$ cat src/logic/mmu_regs_defines.svh
`ifndef MMU_REGS_DEFINES_SVH
`define MMU_REGS_DEFINES_SVH

// Field widths of the TLB entry and the CSR port
`define MMU_VPN_W   27
`define MMU_PPN_W   28
`define MMU_FLG_W   16
`define MMU_PGS_W   3
`define MMU_ASID_W  16
`define MMU_IDX_W   9
`define MMU_DATA_W  64
`define MMU_ADDR_W  12

// CSR addresses, low two bits select the register on reads
`define MMU_ADDR_MIR   12'h9C0
`define MMU_ADDR_MEL   12'h9C1
`define MMU_ADDR_MEH   12'h9C2
`define MMU_ADDR_MCIR  12'h9C3

// MEL layout
`define MMU_MEL_PPN_LSB   10
`define MMU_MEL_ATTR_MSB  63
`define MMU_MEL_ATTR_LSB  55
`define MMU_MEL_DIRTY     7
`define MMU_MEL_ACCESS    6
`define MMU_MEL_GLOBAL    5
`define MMU_MEL_USER      4
`define MMU_MEL_EXE       3
`define MMU_MEL_WRITE     2
`define MMU_MEL_READ      1
`define MMU_MEL_VALID     0

// MEH layout, ASID sits at the bottom
`define MMU_MEH_VPN_MSB   45
`define MMU_MEH_VPN_LSB   19
`define MMU_MEH_PGS_MSB   18
`define MMU_MEH_PGS_LSB   16

// MIR status bits
`define MMU_MIR_PROBE     31
`define MMU_MIR_FATAL     30

// MCIR command bits
`define MMU_MCIR_TLBP     31
`define MMU_MCIR_TLBR     30
`define MMU_MCIR_TLBWI    29
`define MMU_MCIR_TLBWR    28
`define MMU_MCIR_INVASID  27
`define MMU_MCIR_INVALL   26

`endif

$ cat src/logic/mmu_regs_pkg.sv
`default_nettype none
`include "mmu_regs_defines.svh"

package mmu_regs_pkg;

  // Read select, taken from the low CSR address bits
  typedef enum logic [1:0] {
    csr_sel_mir  = 2'd0,
    csr_sel_mel  = 2'd1,
    csr_sel_meh  = 2'd2,
    csr_sel_mcir = 2'd3
  } csr_sel_e;

  // Pending TLB maintenance command
  typedef enum logic [2:0] {
    tlb_cmd_none    = 3'd0,
    tlb_cmd_invall  = 3'd1,
    tlb_cmd_invasid = 3'd2,
    tlb_cmd_tlbp    = 3'd3,
    tlb_cmd_tlbwi   = 3'd4,
    tlb_cmd_tlbwr   = 3'd5,
    tlb_cmd_tlbr    = 3'd6
  } tlb_cmd_e;

  // CSR request from the coprocessor
  typedef struct packed {
    logic                   wr;
    logic [`MMU_ADDR_W-1:0] addr;
    logic [`MMU_DATA_W-1:0] wdata;
  } csr_req_t;

  // One write strobe per register
  typedef struct packed {
    logic mir;
    logic mel;
    logic meh;
    logic mcir;
  } csr_wr_t;

  // Entry low half
  // Flag word: pmp 15:12, so c b sh sec 11:7, dirty access 6:5, u x w r v 4:0
  typedef struct packed {
    logic [`MMU_PPN_W-1:0] ppn;
    logic [`MMU_FLG_W-1:0] flg;
    logic                  glb;
  } entry_lo_t;

  // Entry high half
  typedef struct packed {
    logic [`MMU_VPN_W-1:0]  vpn;
    logic [`MMU_PGS_W-1:0]  pgs;
    logic [`MMU_ASID_W-1:0] asid;
  } entry_hi_t;

  typedef struct packed {
    logic                  hit;
    logic                  hit_mult;
    logic [`MMU_IDX_W-1:0] hit_index;
  } tlbp_result_t;

  typedef struct packed {
    entry_hi_t hi;
    entry_lo_t lo;
  } tlbr_entry_t;

  typedef struct packed {
    logic                  probe_fail;
    logic                  fatal;
    logic [`MMU_IDX_W-1:0] index;
  } mir_t;

  // Request to the TLB operation unit
  typedef struct packed {
    tlb_cmd_e               cmd;
    logic [`MMU_ASID_W-1:0] inv_asid;
    logic [`MMU_IDX_W-1:0]  index;
    entry_hi_t              hi;
  } tlboper_req_t;

endpackage

`default_nettype wire

$ cat src/logic/mmu_csr_port.sv
`timescale 1ns/1ps
`default_nettype none
`include "mmu_regs_defines.svh"

module mmu_csr_port (
  input  wire                              mmu_regs_clk,
  input  wire                              cpurst_b,
  input  wire mmu_regs_pkg::csr_req_t      csr_req,
  input  wire mmu_regs_pkg::mir_t          mir,
  input  wire mmu_regs_pkg::entry_lo_t     entry_lo,
  input  wire mmu_regs_pkg::entry_hi_t     entry_hi,
  input  wire mmu_regs_pkg::tlb_cmd_e      tlb_cmd,
  input  wire [`MMU_ASID_W-1:0]            inv_asid,
  output mmu_regs_pkg::csr_wr_t            csr_wr,
  output mmu_regs_pkg::tlb_cmd_e           wr_cmd,
  output logic                             wr_no_op,
  output logic [`MMU_DATA_W-1:0]           cp0_data
);

  logic [`MMU_DATA_W-1:0] mir_data;
  logic [`MMU_DATA_W-1:0] mel_data;
  logic [`MMU_DATA_W-1:0] meh_data;
  logic [`MMU_DATA_W-1:0] mcir_data;
  mmu_regs_pkg::csr_sel_e rd_sel;

  //==========================================================================
  //  Write decode
  //==========================================================================
  // Full address match so aliases of the low bits never write
  always_comb
  begin
    csr_wr.mir  = csr_req.wr && (csr_req.addr == `MMU_ADDR_MIR);
    csr_wr.mel  = csr_req.wr && (csr_req.addr == `MMU_ADDR_MEL);
    csr_wr.meh  = csr_req.wr && (csr_req.addr == `MMU_ADDR_MEH);
    csr_wr.mcir = csr_req.wr && (csr_req.addr == `MMU_ADDR_MCIR);
  end

  // Command bits by fixed priority with invalidations first
  always_comb
  begin
    if (csr_req.wdata[`MMU_MCIR_INVALL])
      wr_cmd = mmu_regs_pkg::tlb_cmd_invall;
    else if (csr_req.wdata[`MMU_MCIR_INVASID])
      wr_cmd = mmu_regs_pkg::tlb_cmd_invasid;
    else if (csr_req.wdata[`MMU_MCIR_TLBP])
      wr_cmd = mmu_regs_pkg::tlb_cmd_tlbp;
    else if (csr_req.wdata[`MMU_MCIR_TLBWI])
      wr_cmd = mmu_regs_pkg::tlb_cmd_tlbwi;
    else if (csr_req.wdata[`MMU_MCIR_TLBWR])
      wr_cmd = mmu_regs_pkg::tlb_cmd_tlbwr;
    else if (csr_req.wdata[`MMU_MCIR_TLBR])
      wr_cmd = mmu_regs_pkg::tlb_cmd_tlbr;
    else
      wr_cmd = mmu_regs_pkg::tlb_cmd_none;
  end

  // No command bit set
  assign wr_no_op = (csr_req.wdata[`MMU_MCIR_TLBP:`MMU_MCIR_INVALL] == 6'b0);

  //==========================================================================
  //  Read layouts
  //==========================================================================
  // MIR with P at 31, fatal at 30 and the index at the bottom
  assign mir_data = {32'b0, mir.probe_fail, mir.fatal, 21'b0, mir.index};

  // MEL with so c b sh sec and pmp on top, PPN at 37:10 and D A G U X W R V below
  assign mel_data = {entry_lo.flg[11:7], entry_lo.flg[15:12], 17'b0, entry_lo.ppn, 2'b0,
                     entry_lo.flg[6:5], entry_lo.glb, entry_lo.flg[4:0]};

  assign meh_data = {18'b0, entry_hi.vpn, entry_hi.pgs, entry_hi.asid};

  // One-hot view of the pending command in MCIR
  assign mcir_data = {32'b0,
                      tlb_cmd == mmu_regs_pkg::tlb_cmd_tlbp,
                      tlb_cmd == mmu_regs_pkg::tlb_cmd_tlbr,
                      tlb_cmd == mmu_regs_pkg::tlb_cmd_tlbwi,
                      tlb_cmd == mmu_regs_pkg::tlb_cmd_tlbwr,
                      tlb_cmd == mmu_regs_pkg::tlb_cmd_invasid,
                      tlb_cmd == mmu_regs_pkg::tlb_cmd_invall,
                      10'b0, inv_asid};

  assign rd_sel = mmu_regs_pkg::csr_sel_e'(csr_req.addr[1:0]);

  always_comb
  begin
    case (rd_sel)
      mmu_regs_pkg::csr_sel_mir:  cp0_data = mir_data;
      mmu_regs_pkg::csr_sel_mel:  cp0_data = mel_data;
      mmu_regs_pkg::csr_sel_meh:  cp0_data = meh_data;
      mmu_regs_pkg::csr_sel_mcir: cp0_data = mcir_data;
      default:                    cp0_data = '0;
    endcase
  end

  // Register blocks rely on a single write per cycle
  a_csr_wr_onehot : assert property (@(posedge mmu_regs_clk) disable iff (!cpurst_b)
    $onehot0(csr_wr));

endmodule

`default_nettype wire

$ cat src/logic/mmu_entry_regs.sv
`timescale 1ns/1ps
`default_nettype none
`include "mmu_regs_defines.svh"

module mmu_entry_regs (
  input  wire                               mmu_regs_clk,
  input  wire                               cpurst_b,
  input  wire                               csr_wr_mel,
  input  wire                               csr_wr_meh,
  input  wire [`MMU_DATA_W-1:0]             wdata,
  input  wire                               tlbr_cmplt,
  input  wire mmu_regs_pkg::tlbr_entry_t    tlbr_entry,
  input  wire                               expt_vld,
  input  wire [`MMU_VPN_W-1:0]              bad_vpn,
  output mmu_regs_pkg::entry_lo_t           entry_lo,
  output mmu_regs_pkg::entry_hi_t           entry_hi
);

  logic [`MMU_FLG_W-1:0] wr_flg;

  //==========================================================================
  //  MEL
  //==========================================================================
  // CSR view
  //   63:59  so c b sh sec
  //   58:55  pmp
  //   37:10  PPN
  //    7:0   D A G U X W R V
  // Stored in joint-TLB order so the entry goes out without a shuffle

  // Reorder the write data into the flag word
  assign wr_flg = {wdata[`MMU_MEL_ATTR_LSB+3:`MMU_MEL_ATTR_LSB],
                   wdata[`MMU_MEL_ATTR_MSB:`MMU_MEL_ATTR_LSB+4],
                   wdata[`MMU_MEL_DIRTY],
                   wdata[`MMU_MEL_ACCESS],
                   wdata[`MMU_MEL_USER],
                   wdata[`MMU_MEL_EXE],
                   wdata[`MMU_MEL_WRITE],
                   wdata[`MMU_MEL_READ],
                   wdata[`MMU_MEL_VALID]};

  always_ff @(posedge mmu_regs_clk or negedge cpurst_b)
  begin
    if (!cpurst_b)
    begin
      entry_lo <= '0;
    end
    else if (csr_wr_mel)
    begin
      entry_lo.ppn <= wdata[`MMU_MEL_PPN_LSB +: `MMU_PPN_W];
      entry_lo.flg <= wr_flg;
      entry_lo.glb <= wdata[`MMU_MEL_GLOBAL];
    end
    else if (tlbr_cmplt)
    begin
      // TLB read returns the entry already in flag-word order
      entry_lo <= tlbr_entry.lo;
    end
  end

  //==========================================================================
  //  MEH
  //==========================================================================
  // CSR view
  //   45:19  VPN
  //   18:16  page size
  //   15:0   ASID

  always_ff @(posedge mmu_regs_clk or negedge cpurst_b)
  begin
    if (!cpurst_b)
    begin
      entry_hi <= '0;
    end
    else if (csr_wr_meh)
    begin
      entry_hi.vpn  <= wdata[`MMU_MEH_VPN_MSB:`MMU_MEH_VPN_LSB];
      entry_hi.pgs  <= wdata[`MMU_MEH_PGS_MSB:`MMU_MEH_PGS_LSB];
      entry_hi.asid <= wdata[`MMU_ASID_W-1:0];
    end
    else if (expt_vld)
    begin
      // TLB miss, invalid or modify exception, keep size and ASID
      entry_hi.vpn <= bad_vpn;
    end
    else if (tlbr_cmplt)
    begin
      entry_hi <= tlbr_entry.hi;
    end
  end

  // Exception and TLB read come from different units, never the same cycle
  a_no_expt_tlbr : assert property (@(posedge mmu_regs_clk) disable iff (!cpurst_b)
    !(expt_vld && tlbr_cmplt));

endmodule

`default_nettype wire

$ cat src/logic/mmu_index_reg.sv
`timescale 1ns/1ps
`default_nettype none
`include "mmu_regs_defines.svh"

module mmu_index_reg (
  input  wire                               mmu_regs_clk,
  input  wire                               cpurst_b,
  input  wire                               csr_wr_mir,
  input  wire [`MMU_DATA_W-1:0]             wdata,
  input  wire                               tlbp_cmplt,
  input  wire mmu_regs_pkg::tlbp_result_t   tlbp_result,
  output mmu_regs_pkg::mir_t                mir
);

  //==========================================================================
  //  MIR
  //==========================================================================
  // P      1 when the probe found no match
  // Fatal  1 when the probe matched more than one entry
  // Index  entry used by tlbwi and tlbr, loaded by software or by a probe hit
  // Status bits are read-only from the CSR side

  always_ff @(posedge mmu_regs_clk or negedge cpurst_b)
  begin
    if (!cpurst_b)
    begin
      mir <= '0;
    end
    else
    begin
      // Probe status on every completion, hit or miss
      if (tlbp_cmplt)
      begin
        mir.probe_fail <= !tlbp_result.hit;
        mir.fatal      <= tlbp_result.hit_mult;
      end

      // Software write wins over the probe
      if (csr_wr_mir)
      begin
        mir.index <= wdata[`MMU_IDX_W-1:0];
      end
      else if (tlbp_cmplt && tlbp_result.hit)
      begin
        // A miss keeps the old index
        mir.index <= tlbp_result.hit_index;
      end
    end
  end

  // Multiple hit is reported only along with a hit
  a_fatal_with_hit : assert property (@(posedge mmu_regs_clk) disable iff (!cpurst_b)
    mir.fatal |-> !mir.probe_fail);

endmodule

`default_nettype wire

$ cat src/logic/mmu_regs.sv
`timescale 1ns/1ps
`default_nettype none
`include "mmu_regs_defines.svh"

module mmu_regs (
  input  wire mmu_regs_pkg::csr_req_t      csr_req,
  input  wire                              tlbp_cmplt,
  input  wire mmu_regs_pkg::tlbp_result_t  tlbp_result,
  input  wire                              tlbr_cmplt,
  input  wire mmu_regs_pkg::tlbr_entry_t   tlbr_entry,
  input  wire                              expt_vld,
  input  wire [`MMU_VPN_W-1:0]             bad_vpn,
  input  wire                              tlboper_cmplt,
  input  wire                              mmu_regs_clk,
  input  wire                              cpurst_b,
  output logic [`MMU_DATA_W-1:0]           cp0_data,
  output logic                             cp0_cmplt,
  output mmu_regs_pkg::tlboper_req_t       tlboper_req,
  output mmu_regs_pkg::entry_lo_t          jtlb_entry
);

  mmu_regs_pkg::csr_wr_t   csr_wr;
  mmu_regs_pkg::tlb_cmd_e  wr_cmd;
  logic                    wr_no_op;
  mmu_regs_pkg::mir_t      mir;
  mmu_regs_pkg::entry_lo_t entry_lo;
  mmu_regs_pkg::entry_hi_t entry_hi;
  mmu_regs_pkg::tlb_cmd_e  tlb_cmd;
  logic [`MMU_ASID_W-1:0]  inv_asid;

  //==========================================================================
  //  CSR port
  //==========================================================================
  mmu_csr_port i_mmu_csr_port (
    .mmu_regs_clk (mmu_regs_clk),
    .cpurst_b     (cpurst_b),
    .csr_req      (csr_req),
    .mir          (mir),
    .entry_lo     (entry_lo),
    .entry_hi     (entry_hi),
    .tlb_cmd      (tlb_cmd),
    .inv_asid     (inv_asid),
    .csr_wr       (csr_wr),
    .wr_cmd       (wr_cmd),
    .wr_no_op     (wr_no_op),
    .cp0_data     (cp0_data)
  );

  //==========================================================================
  //  Register blocks
  //==========================================================================
  mmu_index_reg i_mmu_index_reg (
    .mmu_regs_clk (mmu_regs_clk),
    .cpurst_b     (cpurst_b),
    .csr_wr_mir   (csr_wr.mir),
    .wdata        (csr_req.wdata),
    .tlbp_cmplt   (tlbp_cmplt),
    .tlbp_result  (tlbp_result),
    .mir          (mir)
  );

  mmu_entry_regs i_mmu_entry_regs (
    .mmu_regs_clk (mmu_regs_clk),
    .cpurst_b     (cpurst_b),
    .csr_wr_mel   (csr_wr.mel),
    .csr_wr_meh   (csr_wr.meh),
    .wdata        (csr_req.wdata),
    .tlbr_cmplt   (tlbr_cmplt),
    .tlbr_entry   (tlbr_entry),
    .expt_vld     (expt_vld),
    .bad_vpn      (bad_vpn),
    .entry_lo     (entry_lo),
    .entry_hi     (entry_hi)
  );

  mmu_tlb_cmd_reg i_mmu_tlb_cmd_reg (
    .mmu_regs_clk  (mmu_regs_clk),
    .cpurst_b      (cpurst_b),
    .csr_wr_mcir   (csr_wr.mcir),
    .wr_cmd        (wr_cmd),
    .wr_no_op      (wr_no_op),
    .wdata         (csr_req.wdata),
    .tlboper_cmplt (tlboper_cmplt),
    .tlb_cmd       (tlb_cmd),
    .inv_asid      (inv_asid),
    .cp0_cmplt     (cp0_cmplt)
  );

  // Request to the TLB operation unit
  assign tlboper_req = '{cmd: tlb_cmd, inv_asid: inv_asid, index: mir.index, hi: entry_hi};

  // Joint-TLB write data
  assign jtlb_entry = entry_lo;

endmodule

`default_nettype wire

$ cat src/logic/mmu_tlb_cmd_reg.sv
`timescale 1ns/1ps
`default_nettype none
`include "mmu_regs_defines.svh"

module mmu_tlb_cmd_reg (
  input  wire                            mmu_regs_clk,
  input  wire                            cpurst_b,
  input  wire                            csr_wr_mcir,
  input  wire mmu_regs_pkg::tlb_cmd_e    wr_cmd,
  input  wire                            wr_no_op,
  input  wire [`MMU_DATA_W-1:0]          wdata,
  input  wire                            tlboper_cmplt,
  output mmu_regs_pkg::tlb_cmd_e         tlb_cmd,
  output logic [`MMU_ASID_W-1:0]         inv_asid,
  output logic                           cp0_cmplt
);

  logic no_op_q;

  //==========================================================================
  //  MCIR command
  //==========================================================================
  // 31 tlbp, 30 tlbr, 29 tlbwi, 28 tlbwr, 27 invasid, 26 invall
  // 15:0 ASID for invalidation
  // Only one command is pending at a time

  always_ff @(posedge mmu_regs_clk or negedge cpurst_b)
  begin
    if (!cpurst_b)
    begin
      tlb_cmd <= mmu_regs_pkg::tlb_cmd_none;
    end
    else if (csr_wr_mcir && !wr_no_op)
    begin
      // Newer command replaces the pending one
      tlb_cmd <= wr_cmd;
    end
    else if (tlboper_cmplt)
    begin
      tlb_cmd <= mmu_regs_pkg::tlb_cmd_none;
    end
  end

  // ASID taken on every MCIR write, used by invasid
  always_ff @(posedge mmu_regs_clk or negedge cpurst_b)
  begin
    if (!cpurst_b)
    begin
      inv_asid <= '0;
    end
    else if (csr_wr_mcir)
    begin
      inv_asid <= wdata[`MMU_ASID_W-1:0];
    end
  end

  //==========================================================================
  //  Completion
  //==========================================================================
  // A write with no command bits has nothing to wait for
  // Complete it on the next cycle
  always_ff @(posedge mmu_regs_clk or negedge cpurst_b)
  begin
    if (!cpurst_b)
    begin
      no_op_q <= 1'b0;
    end
    else
    begin
      no_op_q <= csr_wr_mcir && wr_no_op;
    end
  end

  assign cp0_cmplt = tlboper_cmplt || no_op_q;

  // CSR writes are never back to back, so the no-op pulse is one cycle
  a_no_op_pulse : assert property (@(posedge mmu_regs_clk) disable iff (!cpurst_b)
    no_op_q |=> !no_op_q);

endmodule

`default_nettype wire

$ cat config.mk
export PLATFORM = sky130hd
export DESIGN_NAME = mmu_regs
export DESIGN_NICKNAME = d
export VERILOG_FILES = /design/src/logic/mmu_regs_pkg.sv /design/src/logic/mmu_csr_port.sv /design/src/logic/mmu_entry_regs.sv /design/src/logic/mmu_index_reg.sv /design/src/logic/mmu_regs.sv /design/src/logic/mmu_tlb_cmd_reg.sv
export VERILOG_INCLUDE_DIRS = /design/src /design/src/logic
export SDC_FILE = /design/constraint.sdc
export NUM_CORES = 1
export LEC_CHECK = 0
export ABC_AREA = 1
export BUFFER_PORTS_ARGS = -buffer_cell sky130_fd_sc_hd__buf_2
export CAP_MARGIN = 20
export CORE_MARGIN = 4
export CORE_UTILIZATION = 24
export DETAILED_ROUTE_END_ITERATION = 16
export GPL_TIMING_DRIVEN = 0
export PLACE_DENSITY = 0.55
export SLEW_MARGIN = 0
export SYNTH_ARGS = -nofsm -noshare
export SYNTH_HDL_FRONTEND = slang
export SYNTH_HIERARCHICAL = 1
export SYNTH_SLANG_ARGS = --single-unit
$ cat constraint.sdc
create_clock -name mmu_regs_clk -period 1.7 [get_ports mmu_regs_clk]
set_clock_uncertainty 0.2 [all_clocks]
set_input_delay 0.34 -clock mmu_regs_clk [delete_from_list [all_inputs] [get_ports mmu_regs_clk]]
set_output_delay 0.34 -clock mmu_regs_clk [all_outputs]
set_load 0.01 [all_outputs]
* Yosys cells after proc, flatten, opt, wreduce, memory -nomap -nowiden *
Index checks and enable logic that the tools add are counted.

word-level totals
  output and inout bits = 184
  ROM bits = 0
  RAM bits = 0
  input bits = 212
  bits in registers = 122
  memories = 0
  latch bits = 0
  word-level logic and storage cells = 61

cells by class
  bitwise gates (word level) = 0
  shift-type cells = 0
  reduce and logical (&&, ||, !) cells = 18
  magnitude comparators = 0
  equality and inequality tests = 14
  mux-type cells = 17
  $add $sub $neg = 0
  $mul = 0
  div/mod/pow operators = 0

operators with widths
  cell                  count
  $pmux 64 s4           1
  $mux 46               2
  $mux 45               2
  $eq 12x12->1 const B  4
  $mux 27               1
  $mux 3                8
  $mux 19               1
  $mux 9                2
  $eq 3x3->1 const B    3
  $reduce_bool 2->1     4
  $logic_and 1x1->1     7
  $eq 3x2->1 const B    2
  $logic_not 6->1       1
  $eq 2x2->1 const B    2
  $eq 3x1->1 const B    1
  $reduce_bool 3->1     1
  $eq 2x1->1 const B    1
  $logic_not 1->1       2
  $logic_not 2->1       1
  $ne 2x1->1 const B    1
  $reduce_and 2->1      1
  $logic_or 1x1->1      1

* Longest topological paths before layout *
Gate-level depths: netlist (run 1).

  depth in word-level cells = 7
  gate-level depth with buffers = 12
  depth with buffers taken out = 10

* Modules after synthesis *
The synthesis (run 1) kept the hierarchy.

modules (own cells, without submodules)
  module           area each (µm²)  instances  sequential area each (µm²)  cells each
  mmu_entry_regs   4551.9           1          2277.2                      604
  mmu_csr_port     1143.6           1          0.0                         257
  mmu_tlb_cmd_reg  842.1            1          500.5                       87
  mmu_index_reg    564.3            1          275.3                       75

* Worst setup path before layout (run 1) *
Ideal clock, no wire load.

  path type = input to register
  start point = input csr_req[67] (netlist name)
  end point = register i_mmu_entry_regs/entry_lo[6] (netlist name)
  arrival time = 1.563 ns
  buffers on the path = 2
  data required time = 1.376 ns
  setup slack = -0.187 ns
  stages on the path = 10
  library setup time = 0.124 ns
  cells stage by stage = nor3b_1 nand2_1 nor2_1 inv_2 nand2_2 inv_2 buf_6 buf_4 nand2_1 nand3_1

RTL lines
  what         RTL line       source
  from (decl)  mmu_regs.sv:6  input wire mmu_regs_pkg::csr_req_t csr_req,

* Worst setup path in the final report (run 1) *
  start point = register i_mmu_tlb_cmd_reg.tlb_cmd[2]
  end point = output cp0_data[30]

on the way
  cells in the longest elaborated chain, start to end = 2

RTL lines
  what                    RTL line               source
  from (decl)             mmu_tlb_cmd_reg.sv:13  output mmu_regs_pkg::tlb_cmd_e tlb_cmd,
  from (signal assigned)  mmu_tlb_cmd_reg.sv:31  tlb_cmd <= mmu_regs_pkg::tlb_cmd_none;
  from (signal assigned)  mmu_tlb_cmd_reg.sv:36  tlb_cmd <= wr_cmd;
  from (signal assigned)  mmu_tlb_cmd_reg.sv:40  tlb_cmd <= mmu_regs_pkg::tlb_cmd_none;
  $eq 3x3->1              mmu_csr_port.sv:75     tlb_cmd == mmu_regs_pkg::tlb_cmd_tlbr,
  $pmux 64 s4             mmu_csr_port.sv:86     case (rd_sel)
  to (decl)               mmu_regs.sv:16         output logic [`MMU_DATA_W-1:0] cp0_data,

No other way between the ends. The select of a mux whose other input is x is not followed.

==> results of run 1 <==
[what timing repair did]
item	4_1_cts	5_1_grt
pin swaps	24	85
gates cloned	3	11
endpoints found under the setup margin	153	141
hold buffers	87	0
resized for setup	73	315
buffers inserted	33	25
hold endpoints to repair	124	0
[through the flow]
stage | setup TNS [ns] | std cells | area (um^2) | hold WS, ns | util
after floorplan | -0.0470 | 1031 | 7180 | -0.156 | -
final | -2.50 | 1984 | 13300 | 0.0132 | 0.459
after detailed placement | -84.15 | 1793 | 9580 | 0.175 | 0.331
after global routing | -9.15 | 1984 | 13300 | 0.0194 | 0.459
after global placement | -294.82 | 1792 | 9550 | 0.281 | 0.330
after CTS | -1.71 | 1947 | 11700 | 0.00252 | 0.405
[worst max path at each step]
stage	to
after global placement	i_mmu_entry_regs/entry_hi[27]
after floorplan	i_mmu_entry_regs/entry_lo[6]
final	cp0_data[30]
after global routing	cp0_data[29]
after CTS	cp0_data[28]
after detailed placement	i_mmu_entry_regs/entry_lo[16]
[cell usage after synthesis]
cell and n:
inv_8 1, nand2_2 4, o21ai_1 5, nand4_1 8
o21ai_0 26, conb_1 1, nor2_2 3, o21ai_2 7
or2_0 24, buf_6 10, clkbuf_2 1, buf_4 20
nor2_4 1, o22ai_1 16, buf_8 3, dfrtp_1 122
buf_2 24, inv_2 10, a21oi_1 2, inv_4 2
nor2_1 61, nand2_4 1, inv_1 69, buf_1 1
nand3_4 1, nor3_1 1, clkbuf_1 4, nand3_1 139
or2_2 4, nand2_1 449, nor3b_1 2, o21a_1 1
[critical path, cell delays in order (launching register included)]
cell and delay [ns]:
dfrtp_1 0.42, inv_2 0.07, nor2_4 0.11, nand2_1 0.07, nand3_1 0.08, buf_2 0.14
[layout by cell type (no fill, tap or decap), types with 6 or more instances in the layout]
cell           instances
buf_2                362
nand2_1              346
dfrtp_1              119
nand3_1               95
dlygate4sd3_1         87
inv_1                 64
nand2_2               56
buf_4                 55
nor2_1                51
nand2_4               50
buf_6                 43
nand3_2               41
clkbuf_16             28
or2_0                 22
buf_12                21
o21ai_1               19
o22ai_1               16
o21ai_2               10
buf_8                  9
conb_1                 9
nor2_4                 8
nand4_1                8
o21ai_0                8
inv_2                  6
nor2_2                 6
[report_power, final]
group	internal, mW	switching, mW
Combinational	1.18	1.27
Sequential	3.16	0.273
Clock	2.46	1.41
Total	6.80	2.95
[state kept, by name, summed over array words and instances, names as in the netlist]
| signal | count |
|---|---|
| i_mmu_tlb_cmd_reg/tlb_cmd | 3 |
| i_mmu_entry_regs/entry_lo | 45 |
| i_mmu_tlb_cmd_reg/no_op_q | 1 |
| i_mmu_tlb_cmd_reg/inv_asid | 16 |
| i_mmu_index_reg/mir | 11 |
| i_mmu_entry_regs/entry_hi | 46 |
[kinds of logic after synthesis]
logic type,share of synthesized area
AO/OA/AOI/OAI,0.0470
other,0.000528
AND/OR/NAND/NOR,0.414
flip-flops,0.430
buffers and inverters,0.109
[per-layer routing]
metal  routed length [um]  global-route usage  share of wire  up-vias
li1                     -                   -              -     4334
met1                15600               0.263           0.43     4236
met4                  650              0.0541          0.018        6
met3                 2060              0.0474          0.057       50
met5                   34                   0        0.00093        -
met2                18100               0.358           0.50      339
[area by class of cell]
type | count | area, um^2 | area share
plain buffers | 60 | 688 | 0.0518
multi-input cells | 764 | 4190 | 0.315
flip-flops and latches | 122 | 3060 | 0.230
clock buffers | 22 | 484 | 0.0365
inverters | 82 | 365 | 0.0275
well taps | 384 | 480 | 0.0362
diodes | 3 | 7.51 | 0.000565
clock inverters | 10 | 140 | 0.0106
repair buffers | 537 | 3870 | 0.291
==> summary.txt, run 1 <==
Clock network
  – Root Driver: clkbuf_16
  – CTS Buffer Depth: 2
  – Worst-Skew Late Latency: 0.41 ns
  – Total number of H-tree levels: 4
  – CTS tree: done
  – Reg clk slew, reported paths: 0.06 ns
  – TritonCTS Buffers: 17
  – Clk sinks: 122

Cells and area
  – Fill cell count: 2858
  – NumNets Final: 1796
  – Layout area overhead: 86.9%
  – Share of layout cells above drive strength 1: 0.467

Setup path
  – Reg2reg end: i_mmu_tlb_cmd_reg/tlb_cmd[2]
  – Critical R2R Launch: i_mmu_tlb_cmd_reg/tlb_cmd[2]
  – CP Capture Type: output pin
  – CP arrival: 1.29 ns
  – Crit path launch: i_mmu_tlb_cmd_reg/tlb_cmd[2]
  – Flop2flop setup slack: 0.70 ns
  – Worst r2r path cells: 3
  – CP Launch Type: flop
  – Highest net fanout along the worst path: 4
  – Critical path class: flop to output pin
  – Critical Path RT: 1.16 ns

Yosys
  – Gate Count Post-Synth: 1023
  – #FFs+latches synth: 122
  – Top post-synthesis cells by area: dfrtp_1, nand2_1, nand3_1, inv_1, nor2_1
  – Dominant cell type by area after synthesis: dfrtp_1
  – Synthesized cell area: 7100 um^2
  – Share of the synthesized area in the top cell type: 0.430
  – Seq/Total Area, Yosys: 0.430
  – Syn_area_per_cell: 6.94 um^2
  – Yosys warning count: 6
  – Netlist cell types: 32

GRT
  – Initial antenna violation count: 6
  – Vias in the first global route: 8974
  – Gr ovfl total: 0
  – Gr usage total: 0.208
  – Largest net degree at the start of global routing: 64
  – First-pass GRT wire length: 52900 um

Hold path
  – Worst Hold Launch: tlbp_result[7]
  – Hold Path Class: primary input to flop
  – Worst Hold Depth: 5
  – Hold EP: i_mmu_index_reg/mir[7]

Power
  – Leakage: 7.17 nW
  – Peak supply drop: 623 uV
  – PwrDens: 735 nW/um^2
  – Total power: 9.76 mW

STA
  – Rel. slew slack: 0.561
  – Worst-Margin Slew: 0.658 ns
  – Fmax: 546 MHz
  – Final Setup Violations: 69
  – Final hold vios: 0
  – Max-slew violations: 0
  – Final Critical Period: 1.83 ns
  – Setup WS post-layout: -0.133 ns
  – RSZ-0062 raised after global routing: yes
  – Tcrit/Tclk final: 1.08

Floorplanning
  – Starting Density: 0.245
  – Core Rows: 62
  – Die area: 32400 um^2
  – Die X: 180 um
  – Top-Level Pins: 396
  – Die Y-Extent: 180 um
  – Core area: 28900 um^2

Placed design
  – Dpl ws: -0.869 ns
  – Dpl hpwl: 25500 um
  – I/O Buffers: 377
  – Routability Congestion: 0.878

Run
  – Max Cap Viol: 0

Routing
  – DRT Pass-1 Iters: 5
  – Vias per cell: 4.52
  – Routed wire length: 36400 um
  – Starting DRC count in detailed routing: 535
  – Average wire per standard cell: 18.4 um
  – DR vias: 8965
  – Drc violations: 0
  – Post-DRT Antenna Nets: 0

Status
  – Failing checks: negative setup slack
  – Status: finished, violations left
Power figures use the tool's default switching activity.
==> run 2, diff against run 1 <==
--- a/config.mk
+++ b/config.mk
@@ -14,6 +14,7 @@
 export DETAILED_ROUTE_END_ITERATION = 16
 export GPL_TIMING_DRIVEN = 0
 export PLACE_DENSITY = 0.55
+export SKIP_LAST_GASP = 1
 export SLEW_MARGIN = 0
 export SYNTH_ARGS = -nofsm -noshare
 export SYNTH_HDL_FRONTEND = slang
==> run 2 against run 1 <==
Compared with the run above: the flow still finishes with violations (negative setup slack); power about the same; flip-flop and latch count unchanged; final cell count up 0.10%; sequential power about the same; clock-buffer cell count unchanged.
==> summary.txt, run 2 (synthesized netlist as in run 1, its figures left out) <==
Routing
  – Average wire per standard cell: 18.3 um
  – DRT Pass-1 Iters: 5
  – DR vias: 9044
  – Vias per cell: 4.55
  – Drc violations: 0
  – Routed wire length: 36400 um
  – Starting DRC count in detailed routing: 533
  – Post-DRT Antenna Nets: 0

Setup path
  – Flop2flop setup slack: 0.70 ns
  – Critical path class: flop to output pin
  – Highest net fanout along the worst path: 4
  – Critical R2R Launch: i_mmu_tlb_cmd_reg/tlb_cmd[2]
  – CP arrival: 1.30 ns
  – Reg2reg end: i_mmu_tlb_cmd_reg/tlb_cmd[2]
  – Worst r2r path cells: 3
  – CP Capture Type: output pin
  – CP Launch Type: flop
  – Critical Path RT: 1.16 ns

Placed design
  – Placed Instance Area: 9580 um^2
  – Routability Congestion: 0.878
  – Dpl hpwl: 25500 um
  – Dpl ws: -0.869 ns
  – I/O Buffers: 377

STA
  – Max-slew violations: 0
  – Final Critical Period: 1.84 ns
  – Final Setup Violations: 73
  – Fmax: 544 MHz
  – RSZ-0062 raised after global routing: yes
  – Rel. slew slack: 0.569
  – Tcrit/Tclk final: 1.08
  – Setup WS post-layout: -0.138 ns
  – Hold slack: 0.0116 ns
  – Worst-Margin Slew: 0.647 ns
  – Final hold vios: 0

Floorplanning
  – Die X: 180 um
  – Core Rows: 62
  – Die area: 32400 um^2
  – Starting Density: 0.245
  – Core area: 28900 um^2
  – Top-Level Pins: 396
  – Die Y-Extent: 180 um

Cells and area
  – Share of layout cells above drive strength 1: 0.462
  – FF/Latch Area: 3060 um^2
  – Most flops, register: i_mmu_entry_regs/entry_hi
  – Final core utilization: 0.459
  – Max FFs per register: 46
  – Most frequent cells in the layout: buf_2, nand2_1, dfrtp_1
  – Layout area overhead: 86.8%
  – Footprint of the multi-input gates: 4140 um^2
  – Top Registers: i_mmu_entry_regs/entry_hi: 46 flops, i_mmu_entry_regs/entry_lo: 45 flops, i_mmu_tlb_cmd_reg/inv_asid: 16 flops
  – Fill cell count: 2856
  – NumNets Final: 1798
  – Cell area after layout: 13300 um^2
  – Most common cell after layout, fill and taps aside: buf_2

Clock network
  – TritonCTS Buffers: 17
  – Clk sinks: 122
  – Worst-Skew Late Latency: 0.41 ns
  – Reg clk slew, reported paths: 0.06 ns
  – Root Driver: clkbuf_16
  – CTS Buffer Depth: 2
  – Total number of H-tree levels: 4
  – CTS tree: done

Power
  – Peak supply drop: 626 uV
  – Leakage: 7.17 nW
  – PwrDens: 736 nW/um^2

GRT
  – Largest net degree at the start of global routing: 64
  – Initial antenna violation count: 6
  – GR peak layer: met2
  – First-pass GRT wire length: 52900 um
  – Met3 Usage GRT: 0.0474
  – Gr ovfl total: 0
  – GRT met1 Usage: 0.263
  – Met2 usage: 0.359
  – Vias in the first global route: 8973
  – Gr usage total: 0.207

Run
  – Max Cap Viol: 0

Hold path
  – Worst Hold Launch: tlbp_result[7]
  – Hold Path Class: primary input to flop
  – Worst Hold Depth: 5
  – Hold EP: i_mmu_index_reg/mir[7]

Status
  – Failing checks: negative setup slack
  – Status: finished, violations left
-- run 2: layout make-up --
| cell class | count | area share |
|---|---|---|
| Buffer | 60 | 0.0519 |
| Antenna cell | 3 | 0.000566 |
| Clock buffer | 22 | 0.0365 |
| Clock inverter | 10 | 0.0106 |
| Timing Repair Buffer | 539 | 0.294 |
| Tap cell | 384 | 0.0362 |
| Multi-Input combinational cell | 764 | 0.312 |
| Sequential cell | 122 | 0.230 |
| Inverter | 82 | 0.0275 |
-- run 2: worst max-delay path by stage --
stage	from	end	slack (ns)	depth (start not counted)
finish	i_mmu_tlb_cmd_reg/tlb_cmd[2]	cp0_data[29]	-0.14	5
global route	i_mmu_tlb_cmd_reg/tlb_cmd[2]	cp0_data[29]	-0.24	5
CTS	i_mmu_tlb_cmd_reg/tlb_cmd[0]	cp0_data[28]	-0.17	5
detailed placement	csr_req[64]	i_mmu_entry_regs/entry_lo[16]	-0.87	9
floorplan	csr_req[66]	i_mmu_entry_regs/entry_lo[6]	-0.004	10
global placement	cpurst_b	i_mmu_entry_regs/entry_hi[27]	-1.77	1
-- run 2: routing by layer --
layer  up-vias  routed length [um]
li1       4345                   -
met1      4295               15600
met2       353               18200
met3        45                2020
met4         6                 602
met5         -                  34
-- run 2: worst max-delay path: stages (launching register included) --
cell and delay (ns):
dfrtp_1 0.42, inv_2 0.07, nor2_4 0.11, nand3_2 0.09, nand2_1 0.08, buf_2 0.13
-- run 2: repair_timing --
| item | CTS | global route |
|---|---|---|
| endpoints found under the setup margin | 153 | 142 |
| buffers inserted | 33 | 27 |
| gates cloned | 3 | 11 |
| pin swaps | 22 | 83 |
| endpoints found under the hold margin | 124 | 0 |
| gates resized for setup | 64 | 308 |
| hold buffers | 87 | 0 |
-- run 2: stage by stage --
step / total power, mW / std cells / setup TNS [ns]
floorplan: 4.20 / 1031 / -0.0470
global placement: 5.18 / 1792 / -294.82
detailed placement: 5.21 / 1793 / -84.15
CTS: 9.45 / 1947 / -1.83
global route: 10.2 / 1986 / -9.99
finish: 9.76 / 1986 / -2.65
-- run 2: report_power, final --
part	switching [mW]	total (mW)	internal [mW]
sequential	0.271	3.43	3.16
clock	1.42	3.88	2.46
combinational	1.27	2.45	1.18
==> run 3, diff against run 2 <==
--- a/config.mk
+++ b/config.mk
@@ -14,6 +14,7 @@
 export DETAILED_ROUTE_END_ITERATION = 16
 export GPL_TIMING_DRIVEN = 0
 export PLACE_DENSITY = 0.55
+export SETUP_SLACK_MARGIN = 0.02
 export SKIP_LAST_GASP = 1
 export SLEW_MARGIN = 0
 export SYNTH_ARGS = -nofsm -noshare
==> run 3 against run 2 <==
Compared with the run above: die area is the same; sequential share of layout area grew 0.58 points; final area shrank 2.4%; the run still ends with negative setup slack left; combinational power is essentially flat; non-clock buffer count shrank 2; utilization shrank 1.1 points; worst hold slack gained 0.0075 ns; final cell count shrank 0.10%; setup slack lost 0.014 ns; largest power group unchanged.
==> summary.txt, run 3 (synthesized netlist as in run 1, its figures left out) <==
Routing
  – Post-DRT Antenna Nets: 0
  – Drc violations: 0
  – Average wire per standard cell: 18.4 um
  – Routed wire length: 36600 um
  – DRT Pass-1 Iters: 6
  – Vias per cell: 4.55
  – DR vias: 9022
  – Starting DRC count in detailed routing: 438

Placed design
  – Placed Instance Area: 9590 um^2
  – Dpl hpwl: 25700 um
  – I/O Buffers: 377
  – Dpl ws: -0.941 ns
  – Routability Congestion: 0.911

STA
  – Worst-Margin Slew: 0.605 ns
  – RSZ-0062 raised after global routing: yes
  – Rel. slew slack: 0.597
  – Fmax: 540 MHz
  – Hold slack: 0.0192 ns
  – Final Critical Period: 1.85 ns
  – Final Setup Violations: 74
  – Setup TNS: -3.49 ns
  – Tcrit/Tclk final: 1.09
  – Setup WS post-layout: -0.152 ns
  – Final hold vios: 0
  – Max-slew violations: 0

GRT
  – Initial antenna violation count: 5
  – Largest net degree at the start of global routing: 66
  – Gr usage total: 0.214
  – Gr ovfl total: 0
  – Vias in the first global route: 9118
  – First-pass GRT wire length: 54100 um

Setup path
  – CP Capture Type: output pin
  – Highest net fanout along the worst path: 3
  – Flop2flop setup slack: 0.60 ns
  – Critical Path RT: 1.16 ns
  – Critical path class: flop to output pin
  – Reg2reg end: i_mmu_tlb_cmd_reg/tlb_cmd[0]
  – Critical R2R Launch: i_mmu_tlb_cmd_reg/tlb_cmd[0]
  – Crit path launch: i_mmu_tlb_cmd_reg/tlb_cmd[2]
  – Worst r2r path cells: 4
  – CP arrival: 1.31 ns
  – CP Launch Type: flop

Hold path
  – Worst Hold Depth: 5
  – Hold EP: i_mmu_index_reg/mir[6]
  – Hold Path Class: primary input to flop
  – Worst Hold Launch: tlbp_result[6]

Status
  – Status: finished, violations left
  – Failing checks: negative setup slack

Clock network
  – Total number of H-tree levels: 4
  – Worst-Skew Late Latency: 0.41 ns
  – Reg clk slew, reported paths: 0.06 ns
  – Root Driver: clkbuf_16
  – Clk sinks: 122
  – TritonCTS Buffers: 17
  – CTS tree: done
  – CTS Buffer Depth: 2

Power
  – Sequential fraction of design power: 0.348
  – Psw: 2.99 mW
  – Leakage: 6.94 nW
  – Peak supply drop: 590 uV
  – Total power: 9.82 mW
  – Clock network power share: 0.405
  – Combinational group share of total power: 0.247
  – Switching share of power: 0.305
  – PwrDens: 759 nW/um^2
  – Internal power: 6.83 mW

Cells and area
  – Most common cell after layout, fill and taps aside: nand2_1
  – Fill cell count: 2927
  – FF/Latch Area: 3060 um^2
  – Top Registers: i_mmu_entry_regs/entry_hi: 46 flops, i_mmu_entry_regs/entry_lo: 45 flops, i_mmu_tlb_cmd_reg/inv_asid: 16 flops
  – Footprint of the multi-input gates: 3920 um^2
  – NumNets Final: 1796
  – Most frequent cells in the layout: nand2_1, buf_2, dfrtp_1
  – Max FFs per register: 46
  – Layout area overhead: 82.3%
  – Most flops, register: i_mmu_entry_regs/entry_hi
  – Cell area after layout: 12900 um^2
  – Share of layout cells above drive strength 1: 0.447

Floorplanning
  – Top-Level Pins: 396
  – Die area: 32400 um^2
  – Core Rows: 62
  – Die X: 180 um
  – Starting Density: 0.245
  – Die Y-Extent: 180 um
  – Core area: 28900 um^2

Run
  – Max Cap Viol: 0
## run 3: cell count changes in the layout (fill, tap and decap cells not counted), moves of 5 or more
cell	delta
buf_12	-7
buf_4	+9
buf_6	+9
clkbuf_16	-7
clkbuf_4	-5
dlygate4sd3_1	-6
nand2_1	+21
nand2_2	+5
nand2_4	-27
nand3_1	+17
nand3_2	-17
## run 3: power groups by stage
stage	Combinational [mW]	Clock, mW	Sequential (mW)
after floorplan	0.691	0	3.51
after global placement	1.73	0	3.45
after detailed placement	1.76	0	3.45
after CTS	2.24	4.08	3.39
after global routing	2.63	4.21	3.44
final	2.43	3.98	3.41
## run 3: stage by stage
step,util,std cells
2_1_floorplan,-,1031
3_3_place_gp,0.330,1792
3_5_place_dp,0.331,1793
4_1_cts,0.423,1969
5_1_grt,0.447,1984
6_report,0.447,1984
## run 3: critical path: stages (launching register included)
cell and delay [ns]:
dfrtp_1 0.40, inv_2 0.06, nor2_4 0.15, nand3_2 0.11, nand2_2 0.08, buf_6 0.10
## run 3: layout make-up
class,count,area share
Multi-Input combinational cell,764,0.303
Timing Repair Buffer,539,0.297
Sequential cell,122,0.236
Buffer,58,0.0499
Tap cell,384,0.0371
Clock buffer,18,0.0339
Inverter,82,0.0279
Clock inverter,14,0.0151
Antenna cell,3,0.000580
## run 3: worst max-delay path by stage
stage,end,cells after the start,slack [ns]
global placement,i_mmu_entry_regs/entry_hi[39],1,-1.70
global route,cp0_data[26],4,-0.23
finish,cp0_data[29],5,-0.15
floorplan,i_mmu_entry_regs/entry_lo[6],10,-0.004
detailed placement,i_mmu_entry_regs/entry_lo[15],9,-0.94
CTS,cp0_data[28],5,-0.18
## run 3: repair_timing
action,4_1_cts,5_1_grt
hold buffers,81,0
setup buffers,54,16
endpoints found under the setup margin,154,144
gates cloned,9,2
hold endpoints to repair,115,0
pin swaps,46,60
gates resized for setup,139,197
## run 3: metal layers
| metal | share of wire | vias up | track usage |
|---|---|---|---|
| met5 | 0.00057 | - | 0 |
| met4 | 0.025 | 4 | 0.0732 |
| met3 | 0.056 | 67 | 0.0470 |
| met2 | 0.49 | 364 | 0.360 |
| met1 | 0.43 | 4264 | 0.272 |
| li1 | - | 4323 | - |
